[config.mk]
export PLATFORM = sky130hd
export DESIGN_NAME = mul_pipeline_top
export DESIGN_NICKNAME = d
export VERILOG_FILES = /design/src/common/mul_ops_pkg.sv /design/src/common/mul_params_pkg.sv /design/src/verilog/mul_pipeline_top.sv /design/src/mul_unit/mul_writeback.sv /design/src/mul_unit/mul_partial_stage.sv /design/src/mul_unit/mul_registers.sv /design/src/mul_unit/mul_decode.sv
export SDC_FILE = /design/constraint.sdc
export NUM_CORES = 2
export LEC_CHECK = 0
export ABC_CLOCK_PERIOD_IN_PS = 18900
export CAP_MARGIN = 25
export CELL_PAD_IN_SITES_DETAIL_PLACEMENT = 1
export CELL_PAD_IN_SITES_GLOBAL_PLACEMENT = 1
export CORE_ASPECT_RATIO = 2
export CORE_MARGIN = 3
export CORE_UTILIZATION = 47
export DETAILED_ROUTE_END_ITERATION = 10
export DONT_BUFFER_PORTS = 1
export GPL_TIMING_DRIVEN = 0
export PLACE_DENSITY = 0.79
export SLEW_MARGIN = 20
export SYNTH_ARGS = -nofsm -noshare
export SYNTH_HDL_FRONTEND = slang
export SYNTH_HIERARCHICAL = 1
export SYNTH_SLANG_ARGS = --single-unit
[constraint.sdc]
create_clock -name clk -period 18.9 [get_ports clk]
set_clock_uncertainty 0.2 [all_clocks]
set_input_delay 3.78 -clock clk [delete_from_list [all_inputs] [get_ports clk]]
set_output_delay 3.78 -clock clk [all_outputs]
set_load 0.05 [all_outputs]
[src/common/mul_ops_pkg.sv]
/*
 * Multiply operation kinds and the RV32M fields that select them.
 * The decoder maps funct3 onto mul_op_e; later stages only see the enum.
 */
package mul_ops_pkg;

  // Low word, or high word with the given operand signedness
  typedef enum logic [1:0] {
    MUL_LOW     = 2'd0,
    MUL_HIGH_SS = 2'd1,
    MUL_HIGH_SU = 2'd2,
    MUL_HIGH_UU = 2'd3
  } mul_op_e;

  // R-type integer opcode and the M-extension funct7
  localparam logic [6:0] OPCODE_OP = 7'b011_0011;
  localparam logic [6:0] FUNCT7_MULDIV = 7'b000_0001;

  // funct3 of the four multiply instructions
  localparam logic [2:0] FUNCT3_MUL = 3'b000;
  localparam logic [2:0] FUNCT3_MULH = 3'b001;
  localparam logic [2:0] FUNCT3_MULHSU = 3'b010;
  localparam logic [2:0] FUNCT3_MULHU = 3'b011;

endpackage

[src/common/mul_params_pkg.sv]
/*
 * Widths and constant encodings shared by the multiply unit.
 * Modules refer to these by scoped name; nothing here depends on
 * the stage count chosen at the top level.
 */
package mul_params_pkg;

  // Operand and instruction word
  localparam int WORD_WIDTH = 32;

  // Full product of two words
  localparam int PRODUCT_WIDTH = 2 * WORD_WIDTH;

  // Index into the 32-entry integer register file
  localparam int REGISTER_INDEX_WIDTH = 5;

  // addi x0, x0, 0
  // A flushed stage carries this so downstream logic sees a harmless op
  localparam logic [WORD_WIDTH-1:0] NOP_INSTRUCTION = 32'h0000_0013;

endpackage
[src/verilog/mul_pipeline_top.sv]
/*
 * Top of the multiply unit: decode, STAGE_COUNT register plus partial
 * stage pairs, a final register holding the full product, then writeback.
 * Latency is STAGE_COUNT+2 clocks; one launch per clock.
 */
module mul_pipeline_top #(
  parameter int STAGE_COUNT = 4
) (
  input  logic                                            clk,
  input  logic                                            reset,
  input  logic [mul_params_pkg::WORD_WIDTH-1:0]           instruction,
  input  logic [mul_params_pkg::REGISTER_INDEX_WIDTH-1:0] destination_register,
  input  logic [mul_params_pkg::WORD_WIDTH-1:0]           first_input,
  input  logic [mul_params_pkg::WORD_WIDTH-1:0]           second_input,
  input  logic                                            init_op,
  input  logic                                            stall_in,
  input  logic                                            set_nop,
  output logic [mul_params_pkg::WORD_WIDTH-1:0]           result,
  output logic [mul_params_pkg::REGISTER_INDEX_WIDTH-1:0] result_register,
  output logic                                            result_valid
);

  localparam int WW = mul_params_pkg::WORD_WIDTH;
  localparam int PW = mul_params_pkg::PRODUCT_WIDTH;
  localparam int RW = mul_params_pkg::REGISTER_INDEX_WIDTH;

  // Element k is what register k loads
  logic [WW-1:0]        stage_instruction [0:STAGE_COUNT];
  logic [RW-1:0]        stage_destination [0:STAGE_COUNT];
  mul_ops_pkg::mul_op_e stage_op          [0:STAGE_COUNT];
  logic [PW-1:0]        stage_operand_a   [0:STAGE_COUNT];
  logic [PW-1:0]        stage_operand_b   [0:STAGE_COUNT];
  logic [PW-1:0]        stage_product     [0:STAGE_COUNT];
  logic                 stage_init        [0:STAGE_COUNT];

  // Running product as held in register k, before slice k is added
  logic [PW-1:0]        held_product      [0:STAGE_COUNT-1];

  logic [RW-1:0]        final_destination;
  mul_ops_pkg::mul_op_e final_op;
  logic [PW-1:0]        final_product;
  logic                 final_done;

  assign stage_instruction[0] = instruction;
  assign stage_destination[0] = destination_register;
  // Accumulation starts from zero
  assign stage_product[0] = '0;

  mul_decode u_decode (
    .instruction  (instruction),
    .first_input  (first_input),
    .second_input (second_input),
    .init_op      (init_op),
    .launch_valid (stage_init[0]),
    .op           (stage_op[0]),
    .operand_a    (stage_operand_a[0]),
    .operand_b    (stage_operand_b[0])
  );

  for (genvar k = 0; k < STAGE_COUNT; k++)
  begin : g_stage
    mul_registers #(.STAGE_COUNT(STAGE_COUNT)) u_reg (
      .clk                      (clk),
      .reset                    (reset),
      .instruction_in           (stage_instruction[k]),
      .destination_register_in  (stage_destination[k]),
      .op_in                    (stage_op[k]),
      .first_input_in           (stage_operand_a[k]),
      .second_input_in          (stage_operand_b[k]),
      .mul_result_in            (stage_product[k]),
      .init_op                  (stage_init[k]),
      .set_nop                  (set_nop),
      .stall_in                 (stall_in),
      .instruction_out          (stage_instruction[k+1]),
      .destination_register_out (stage_destination[k+1]),
      .op_out                   (stage_op[k+1]),
      .first_input_out          (stage_operand_a[k+1]),
      .second_input_out         (stage_operand_b[k+1]),
      .mul_result_out           (held_product[k]),
      .set_nop_out              (),
      .op_done                  (stage_init[k+1])
    );

    // Works on the registered operands, result goes to the next register
    mul_partial_stage #(.STAGE_COUNT(STAGE_COUNT), .STAGE_INDEX(k)) u_partial (
      .first_input    (stage_operand_a[k+1]),
      .second_input   (stage_operand_b[k+1]),
      .mul_result_in  (held_product[k]),
      .mul_result_out (stage_product[k+1])
    );
  end

  // Holds the complete product; operands are no longer needed here
  mul_registers #(.STAGE_COUNT(STAGE_COUNT)) u_final_reg (
    .clk                      (clk),
    .reset                    (reset),
    .instruction_in           (stage_instruction[STAGE_COUNT]),
    .destination_register_in  (stage_destination[STAGE_COUNT]),
    .op_in                    (stage_op[STAGE_COUNT]),
    .first_input_in           (stage_operand_a[STAGE_COUNT]),
    .second_input_in          (stage_operand_b[STAGE_COUNT]),
    .mul_result_in            (stage_product[STAGE_COUNT]),
    .init_op                  (stage_init[STAGE_COUNT]),
    .set_nop                  (set_nop),
    .stall_in                 (stall_in),
    .instruction_out          (),
    .destination_register_out (final_destination),
    .op_out                   (final_op),
    .first_input_out          (),
    .second_input_out         (),
    .mul_result_out           (final_product),
    .set_nop_out              (),
    .op_done                  (final_done)
  );

  mul_writeback u_writeback (
    .clk                     (clk),
    .reset                   (reset),
    .op                      (final_op),
    .destination_register_in (final_destination),
    .mul_result_in           (final_product),
    .init_op                 (final_done),
    .stall_in                (stall_in),
    .set_nop                 (set_nop),
    .result                  (result),
    .result_register         (result_register),
    .result_valid            (result_valid)
  );

endmodule

[src/mul_unit/mul_writeback.sv]
/*
 * Last register of the multiply pipe.
 * Picks the low or high product word by op kind and presents it with the
 * destination index. result_valid drops while the core is stalled.
 */
module mul_writeback (
  input  logic                                            clk,
  input  logic                                            reset,
  input  mul_ops_pkg::mul_op_e                            op,
  input  logic [mul_params_pkg::REGISTER_INDEX_WIDTH-1:0] destination_register_in,
  input  logic [mul_params_pkg::PRODUCT_WIDTH-1:0]        mul_result_in,
  input  logic                                            init_op,
  input  logic                                            stall_in,
  input  logic                                            set_nop,
  output logic [mul_params_pkg::WORD_WIDTH-1:0]           result,
  output logic [mul_params_pkg::REGISTER_INDEX_WIDTH-1:0] result_register,
  output logic                                            result_valid
);

  localparam int WW = mul_params_pkg::WORD_WIDTH;
  localparam int PW = mul_params_pkg::PRODUCT_WIDTH;

  logic [WW-1:0] selected_word;
  logic          valid_q;

  // MUL wants bits 31:0, the MULH family bits 63:32
  assign selected_word = (op == mul_ops_pkg::MUL_LOW) ? mul_result_in[WW-1:0]
                                                       : mul_result_in[PW-1:WW];

  always_ff @(posedge clk)
  begin
    if (reset)
      valid_q <= 1'b0;
    else if (set_nop)
      valid_q <= 1'b0;
    else if (!stall_in)
      valid_q <= init_op;
  end

  always_ff @(posedge clk)
  begin
    if (set_nop)
    begin
      result <= '0;
      result_register <= '0;
    end
    else if (!stall_in && init_op)
    begin
      result <= selected_word;
      result_register <= destination_register_in;
    end
  end

  // Held result reappears once the stall lifts
  assign result_valid = valid_q & ~stall_in;

endmodule

[src/mul_unit/mul_partial_stage.sv]
/*
 * One slice of the shift-and-add multiplier, combinational.
 * Stage STAGE_INDEX multiplies the multiplicand by its slice of the
 * multiplier and accumulates into the running product.
 */
module mul_partial_stage #(
  parameter int STAGE_COUNT = 4,
  parameter int STAGE_INDEX = 0
) (
  input  logic [mul_params_pkg::PRODUCT_WIDTH-1:0] first_input,
  input  logic [mul_params_pkg::PRODUCT_WIDTH-1:0] second_input,
  input  logic [mul_params_pkg::PRODUCT_WIDTH-1:0] mul_result_in,
  output logic [mul_params_pkg::PRODUCT_WIDTH-1:0] mul_result_out
);

  localparam int PW = mul_params_pkg::PRODUCT_WIDTH;
  localparam int SLICE_WIDTH = PW / STAGE_COUNT;

  // Bit position of this slice in the multiplier
  localparam int SLICE_LSB = STAGE_INDEX * SLICE_WIDTH;

  logic [SLICE_WIDTH-1:0] multiplier_slice;
  logic [PW-1:0]          slice_wide;
  logic [PW-1:0]          partial_product;
  logic [PW-1:0]          shifted_product;

  assign multiplier_slice = second_input[SLICE_LSB +: SLICE_WIDTH];

  // Slice is always an unsigned digit
  // Sign lives in the extended upper bits of the multiplier
  assign slice_wide = {{(PW - SLICE_WIDTH){1'b0}}, multiplier_slice};

  // Bits beyond the product width fall away
  assign partial_product = first_input * slice_wide;

  assign shifted_product = partial_product << SLICE_LSB;

  // Running sum, modulo 2^PW
  assign mul_result_out = mul_result_in + shifted_product;

endmodule

[src/mul_unit/mul_registers.sv]
/*
 * Register between two multiply stages.
 * Carries instruction, destination, op kind, both operands and the running
 * product. Flush beats stall, stall beats load.
 */
module mul_registers #(
  parameter int STAGE_COUNT = 4
) (
  input  logic                                            clk,
  input  logic                                            reset,
  input  logic [mul_params_pkg::WORD_WIDTH-1:0]           instruction_in,
  input  logic [mul_params_pkg::REGISTER_INDEX_WIDTH-1:0] destination_register_in,
  input  mul_ops_pkg::mul_op_e                            op_in,
  input  logic [mul_params_pkg::PRODUCT_WIDTH-1:0]        first_input_in,
  input  logic [mul_params_pkg::PRODUCT_WIDTH-1:0]        second_input_in,
  input  logic [mul_params_pkg::PRODUCT_WIDTH-1:0]        mul_result_in,
  input  logic                                            init_op,
  input  logic                                            set_nop,
  input  logic                                            stall_in,
  output logic [mul_params_pkg::WORD_WIDTH-1:0]           instruction_out,
  output logic [mul_params_pkg::REGISTER_INDEX_WIDTH-1:0] destination_register_out,
  output mul_ops_pkg::mul_op_e                            op_out,
  output logic [mul_params_pkg::PRODUCT_WIDTH-1:0]        first_input_out,
  output logic [mul_params_pkg::PRODUCT_WIDTH-1:0]        second_input_out,
  output logic [mul_params_pkg::PRODUCT_WIDTH-1:0]        mul_result_out,
  output logic                                            set_nop_out,
  output logic                                            op_done
);

  // Multiplier slices must tile the product exactly
  if (mul_params_pkg::PRODUCT_WIDTH % STAGE_COUNT != 0)
  begin : g_bad_stage_count
    $error("STAGE_COUNT must divide the product width");
  end

  // Valid and flush marker
  always_ff @(posedge clk)
  begin
    if (reset)
    begin
      op_done <= 1'b0;
      set_nop_out <= 1'b0;
    end
    else if (set_nop)
    begin
      op_done <= 1'b0;
      set_nop_out <= 1'b1;
    end
    else if (!stall_in)
    begin
      // An empty slot just drops its valid
      op_done <= init_op;
      if (init_op)
        set_nop_out <= 1'b0;
    end
  end

  // Payload, held on stall
  always_ff @(posedge clk)
  begin
    if (set_nop)
    begin
      instruction_out <= mul_params_pkg::NOP_INSTRUCTION;
      destination_register_out <= '0;
      op_out <= mul_ops_pkg::MUL_LOW;
      first_input_out <= '0;
      second_input_out <= '0;
      mul_result_out <= '0;
    end
    else if (!stall_in && init_op)
    begin
      instruction_out <= instruction_in;
      destination_register_out <= destination_register_in;
      op_out <= op_in;
      first_input_out <= first_input_in;
      second_input_out <= second_input_in;
      mul_result_out <= mul_result_in;
    end
  end

endmodule

[src/mul_unit/mul_decode.sv]
/*
 * Front end of the multiply pipeline, purely combinational.
 * Picks MUL/MULH/MULHSU/MULHU out of the instruction word and widens
 * both operands so a plain modulo-2^64 product gives the right answer.
 */
module mul_decode (
  input  logic [mul_params_pkg::WORD_WIDTH-1:0]    instruction,
  input  logic [mul_params_pkg::WORD_WIDTH-1:0]    first_input,
  input  logic [mul_params_pkg::WORD_WIDTH-1:0]    second_input,
  input  logic                                     init_op,
  output logic                                     launch_valid,
  output mul_ops_pkg::mul_op_e                     op,
  output logic [mul_params_pkg::PRODUCT_WIDTH-1:0] operand_a,
  output logic [mul_params_pkg::PRODUCT_WIDTH-1:0] operand_b
);

  localparam int EXT_WIDTH = mul_params_pkg::PRODUCT_WIDTH - mul_params_pkg::WORD_WIDTH;

  logic [6:0] opcode;
  logic [6:0] funct7;
  logic [2:0] funct3;
  logic       is_mul;
  logic       a_signed;
  logic       b_signed;

  // Standard R-type field positions
  assign opcode = instruction[6:0];
  assign funct3 = instruction[14:12];
  assign funct7 = instruction[31:25];

  // funct3 values 1xx are the divide and remainder ops
  assign is_mul = (opcode == mul_ops_pkg::OPCODE_OP) &&
                  (funct7 == mul_ops_pkg::FUNCT7_MULDIV) && !funct3[2];

  always_comb
  begin
    case (funct3)
      mul_ops_pkg::FUNCT3_MULH:   op = mul_ops_pkg::MUL_HIGH_SS;
      mul_ops_pkg::FUNCT3_MULHSU: op = mul_ops_pkg::MUL_HIGH_SU;
      mul_ops_pkg::FUNCT3_MULHU:  op = mul_ops_pkg::MUL_HIGH_UU;
      default:                    op = mul_ops_pkg::MUL_LOW;
    endcase
  end

  // MUL only keeps the low word so either extension works there
  assign a_signed = (op == mul_ops_pkg::MUL_HIGH_SS) || (op == mul_ops_pkg::MUL_HIGH_SU);
  assign b_signed = (op == mul_ops_pkg::MUL_HIGH_SS);

  assign operand_a = {{EXT_WIDTH{a_signed & first_input[31]}}, first_input};
  assign operand_b = {{EXT_WIDTH{b_signed & second_input[31]}}, second_input};

  // Non-multiply instructions never enter the pipe
  assign launch_valid = init_op & is_mul;

endmodule

# [Yosys cells after proc, flatten, opt, wreduce, memory -nomap -nowiden]
# Index checks and enable logic that the tools add are counted.
[totals] register_bits=598 in_bits=106 output_inout_bits=38 wordCells=64
[classes] n_addsub=3 n_mul=4 eq_ne=7 mux=2 n_bitwise=5 n_reduce_logical=13
[op_table] cell="64-bit adder" count=3
[op_table] cell="64-bit by 16-bit multiplier with 16-bit output" count=1
[op_table] cell="64-bit by 16-bit multiplier with 32-bit output" count=1
[op_table] cell="64-bit by 16-bit multiplier with 48-bit output" count=1
[op_table] cell="33-bit by 17-bit multiplier with 50-bit output" count=1
[op_table] cell="32-bit two-way mux" count=1
[op_table] cell="1-bit logical AND" count=8
[op_table] cell="7-bit by 1-bit equality test with 1-bit output (second input constant)" count=1
[op_table] cell="7-bit by 6-bit equality test with 1-bit output (second input constant)" count=1
[op_table] cell="3-bit by 2-bit equality test with 1-bit output (second input constant)" count=2
[op_table] cell="2-bit one-hot mux with 3 select lines" count=1
[op_table] cell="1-bit AND" count=4
[op_table] cell="3-bit by 1-bit equality test with 1-bit output (second input constant)" count=1
[op_table] cell="2-bit by 1-bit equality test with 1-bit output (second input constant)" count=1
[op_table] cell="2-bit equality test (second input constant)" count=1
[op_table] cell="1-bit logical NOT" count=2
[op_table] cell="2-bit logical NOT" count=1
[op_table] cell="2-bit OR reduction" count=1
[op_table] cell="1-bit logical OR" count=1
[op_table] cell="1-bit NOT" count=1

# [Logic depth before layout (Yosys ltp)]
[depth] depth_word=5 ltp_mapped=40 depth_no_buf=37

# [By module]
# The synthesis kept the hierarchy.
[by_module_without_submodules] mod="mul_registers" n_inst=5 cells_each=831 area_per_inst_um2=9887.0 seq_area_each_um2=4664.5
[by_module_without_submodules] mod="mul_partial_stage (g_stage[0].u_partial)" n_inst=1 cells_each=3460 area_per_inst_um2=28932.7 seq_area_each_um2=0.0
[by_module_without_submodules] mod="mul_partial_stage (g_stage[1].u_partial)" n_inst=1 cells_each=2587 area_per_inst_um2=21678.3 seq_area_each_um2=0.0
[by_module_without_submodules] mod="mul_partial_stage (g_stage[2].u_partial)" n_inst=1 cells_each=1550 area_per_inst_um2=13008.7 seq_area_each_um2=0.0
[by_module_without_submodules] mod="mul_partial_stage (g_stage[3].u_partial)" n_inst=1 cells_each=617 area_per_inst_um2=5071.1 seq_area_each_um2=0.0
[by_module_without_submodules] mod="mul_writeback" n_inst=1 cells_each=207 area_per_inst_um2=1960.6 seq_area_each_um2=760.7
[by_module_without_submodules] mod="mul_decode" n_inst=1 cells_each=137 area_per_inst_um2=1037.2 seq_area_each_um2=0.0
[by_module_without_submodules] mod="mul_pipeline_top" n_inst=1 cells_each=1 area_per_inst_um2=3.8 seq_area_each_um2=0.0

# [Worst setup path after synthesis]
# OpenSTA, ideal clock, no wires.
[synth_path] path_type="register to register" from="reg g_stage[1].u_reg/second_input_out[17] (netlist bit)" to="reg g_stage[2].u_reg/mul_result_out[61] (netlist bit)" setup_time_ps=58 t_arrival_ps=8415 t_required_ps=18642 setup_slack_ps=10227 stages_incl_launch_ff=37 path_buffers=4 period_less_slack_ps=8673 path_cell_list="dfxtp_1 > clkbuf_1 > clkbuf_1 > nand2_1 > fa_1 > fa_1 > fa_1 > fa_1 > inv_1 > fa_1 > fa_1 > ha_1 > clkbuf_2 > a21oi_2 > o221ai_1 > a21oi_1 > o21ai_2 > a31o_2 > a31o_2 > a21oi_1 > o21ai_0 > a21oi_1 > xnor2_1 > ha_1 > buf_2 > nand4_2 > nor3b_1 > nor4b_1 > a21oi_2 > a21oi_2 > o31a_1 > o21ai_2 > nand4_1 > o31ai_2 > xor2_1 > nor4bb_1 > a31o_2"
[synth_rtl] item="from (decl)" line_no="mul_registers.sv:24" text="output logic [mul_params_pkg::PRODUCT_WIDTH-1:0] second_input_out,"
[synth_rtl] item="from (signal assigned)" line_no="mul_registers.sv:76" text="second_input_out <= second_input_in;"
[synth_rtl] item="to (signal assigned)" line_no="mul_registers.sv:77" text="mul_result_out <= mul_result_in;"
[synth_rtl] item="to (decl)" line_no="mul_registers.sv:25" text="output logic [mul_params_pkg::PRODUCT_WIDTH-1:0] mul_result_out,"

==> out/qor.csv <==
metric,value,unit
status,"finished, violations left",
failing checks,slew limit,
CP Buf/Inv Count,5,
CP Launch Type,flip-flop,
Max Buffers Root-to-Sink,3,
Cell Rows,240,
max-cap viol count,0,
initial DRC count,4438,
Finished Layout Cells,14100,
vias per std cell,5.89,
1st-pass router iterations,7,
R2R depth,36,
initial antenna violation count,53,
synthesis-to-layout area growth,6.47,%
hold depth,1,
Detail Placement HPWL,356,mm
vias in the first global route,95300,
core box area,214000,um2
Die Height,662,um
# resized after CTS,0,
Post-CTS Setup Bufs,0,
CTS Sinks,718,
Post-DRT Antenna Nets,0,
root buffer cell,clkbuf_16,
Final Hold Vio Count,0,
Synth Cell Area,101000,um2
Worst-Skew Late Latency,0.72,ns
setup violators final,0,
maximum operating frequency,84.3,MHz
crit path time final,11.86,ns
final core utilization,50.3,%
kind of critical path,flip-flop to flip-flop,
Leak Pwr,48.9,nW
Die X,334,um
Port Buffers,0,
Worst Max-Slew Pin Slew,1.69,ns
wire per inst,30.0,um
post-route setup slack,7.04,ns
"most used cell, CP",fa_1,
vias after detailed routing,83000,
dpl ws,7.24,ns
Placed Cells,13900,
Post-CTS Hold Buffers,0,
synthesized area per cell,9.12,um2
layout cell share with drive strength beyond 1,14.6,%
CTS tree,built,
period utilization,62.8,%
"most common cell after layout, fill and taps aside",inv_1,
Tightest Hold Check Type,flip-flop to flip-flop,
"commonest cells after routing, fill and taps aside","inv_1, fa_1, nand2_1",
Nets,13500,
CP Depth,36,
synthesized instance count,11100,
CP Max Fanout,10,
top cell family by delay on the critical path,adder cells,
slowest cell delay on critical path,0.80,ns
Num CTS Buffers,72,
CP Capture Type,flip-flop,
CP Data Required Time,19.34,ns
Total Die Area,221000,um2
Crit-path slowest cell,clkbuf_1,
GRT Util Overall,38.4,%
I/O pin count,144,
largest net degree at the start of global routing,35,
routability cong.,1.04,
Initial Utilization,47.2,%
DR DRC count,0,
Synthesis Warnings,6,
Post-Route WL,423,mm
global-route wire length before repair,615,mm
GRT overflow,0,
"Reg clk slew, reported paths",0.06,ns
pwr dens,29.5,nW/um2
Max-slew headroom,-14.2,%
CTS H-tree lvls,3,
setup TNS,0,ns
Max Transition Viols Final,2,
critical path arrival,12.30,ns
unrepaired setup endpoints after global routing,no,
largest vdd supply drop,0.105,mV
## power by group
group / switching (mW) / internal [mW] / leakage [nW]
Combinational: 0.0986 / 0.0586 / 42.0
Sequential: 0.00000614 / 1.51 / 5.78
Clock: 0.698 / 0.799 / 1.18
## state kept, by name (all words and copies together), names as in the netlist
register / cells
g_stage.u_reg/op_done: 4
u_writeback/valid_q: 1
u_final_reg/op_done: 1
u_writeback/result: 32
u_final_reg/destination_register_out: 5
u_final_reg/op_out: 2
g_stage.u_reg/first_input_out: 160
g_stage.u_reg/destination_register_out: 20
u_writeback/result_register: 5
g_stage.u_reg/op_out: 8
g_stage.u_reg/second_input_out: 160
u_final_reg/mul_result_out: 64
g_stage.u_reg/mul_result_out: 256
## stage by stage
step                instance area, um2  power (mW)  hold slack, ns
floorplan                       101000        1.65           0.232
global placement                105000        1.69           0.266
detailed placement              105000        1.70           0.276
CTS                             107000        3.19           0.291
global route                    107000        3.25           0.297
finish                          108000        3.17           0.290
## final cells by class
cell class | count | area, um2
Fill cell | 25100 | 106000
Inverter | 2085 | 7830
Sequential cell | 718 | 14400
Buffer | 1079 | 5630
Clock inverter | 32 | 377
Clock buffer | 94 | 2020
Timing Repair Buffer | 18 | 254
Tap cell | 2783 | 3480
Antenna cell | 36 | 90.1
Multi-Input combinational cell | 7252 | 73500
## layer usage
| layer | wire (um) | GRT usage [%] | part of all wire, % |
|---|---|---|---|
| met2 | 215000 | 69.1 | 51 |
| met1 | 121000 | 32.7 | 29 |
| met3 | 22300 | 6.88 | 5.3 |
| met5 | 146 | 0 | 0.035 |
| met4 | 64900 | 46.4 | 15 |
## worst reg2reg max path, delay by kind of cell (launching register included)
kind / cells / cell delay (ns)
xor gates and xnor gates: 2 / 0.47
and+or+nand+nor: 6 / 1.77
AOI/OAI and AO/OA: 15 / 3.23
DFF: 1 / 0.33
adders and majority gates: 8 / 3.79
buffers and inverters: 5 / 2.02
## worst paths after layout
kind                                                            from                                            endpoint  slack [ns]
setup / recovery  g_stage[1].u_reg/second_input_out[18]$_SDFFE_PP0P_    g_stage[2].u_reg/mul_result_out[57]$_SDFFE_PP0P_        7.04
hold / removal    g_stage[3].u_reg/second_input_out[55]$_SDFFE_PP0P_  g_stage[3].u_reg/second_input_out[55]$_SDFFE_PP0P_        0.29
setup reg to reg  g_stage[1].u_reg/second_input_out[18]$_SDFFE_PP0P_    g_stage[2].u_reg/mul_result_out[57]$_SDFFE_PP0P_        7.04
hold reg to reg   g_stage[3].u_reg/second_input_out[55]$_SDFFE_PP0P_  g_stage[3].u_reg/second_input_out[55]$_SDFFE_PP0P_        0.29
Note: power is estimated with default switching activity, not from simulation.
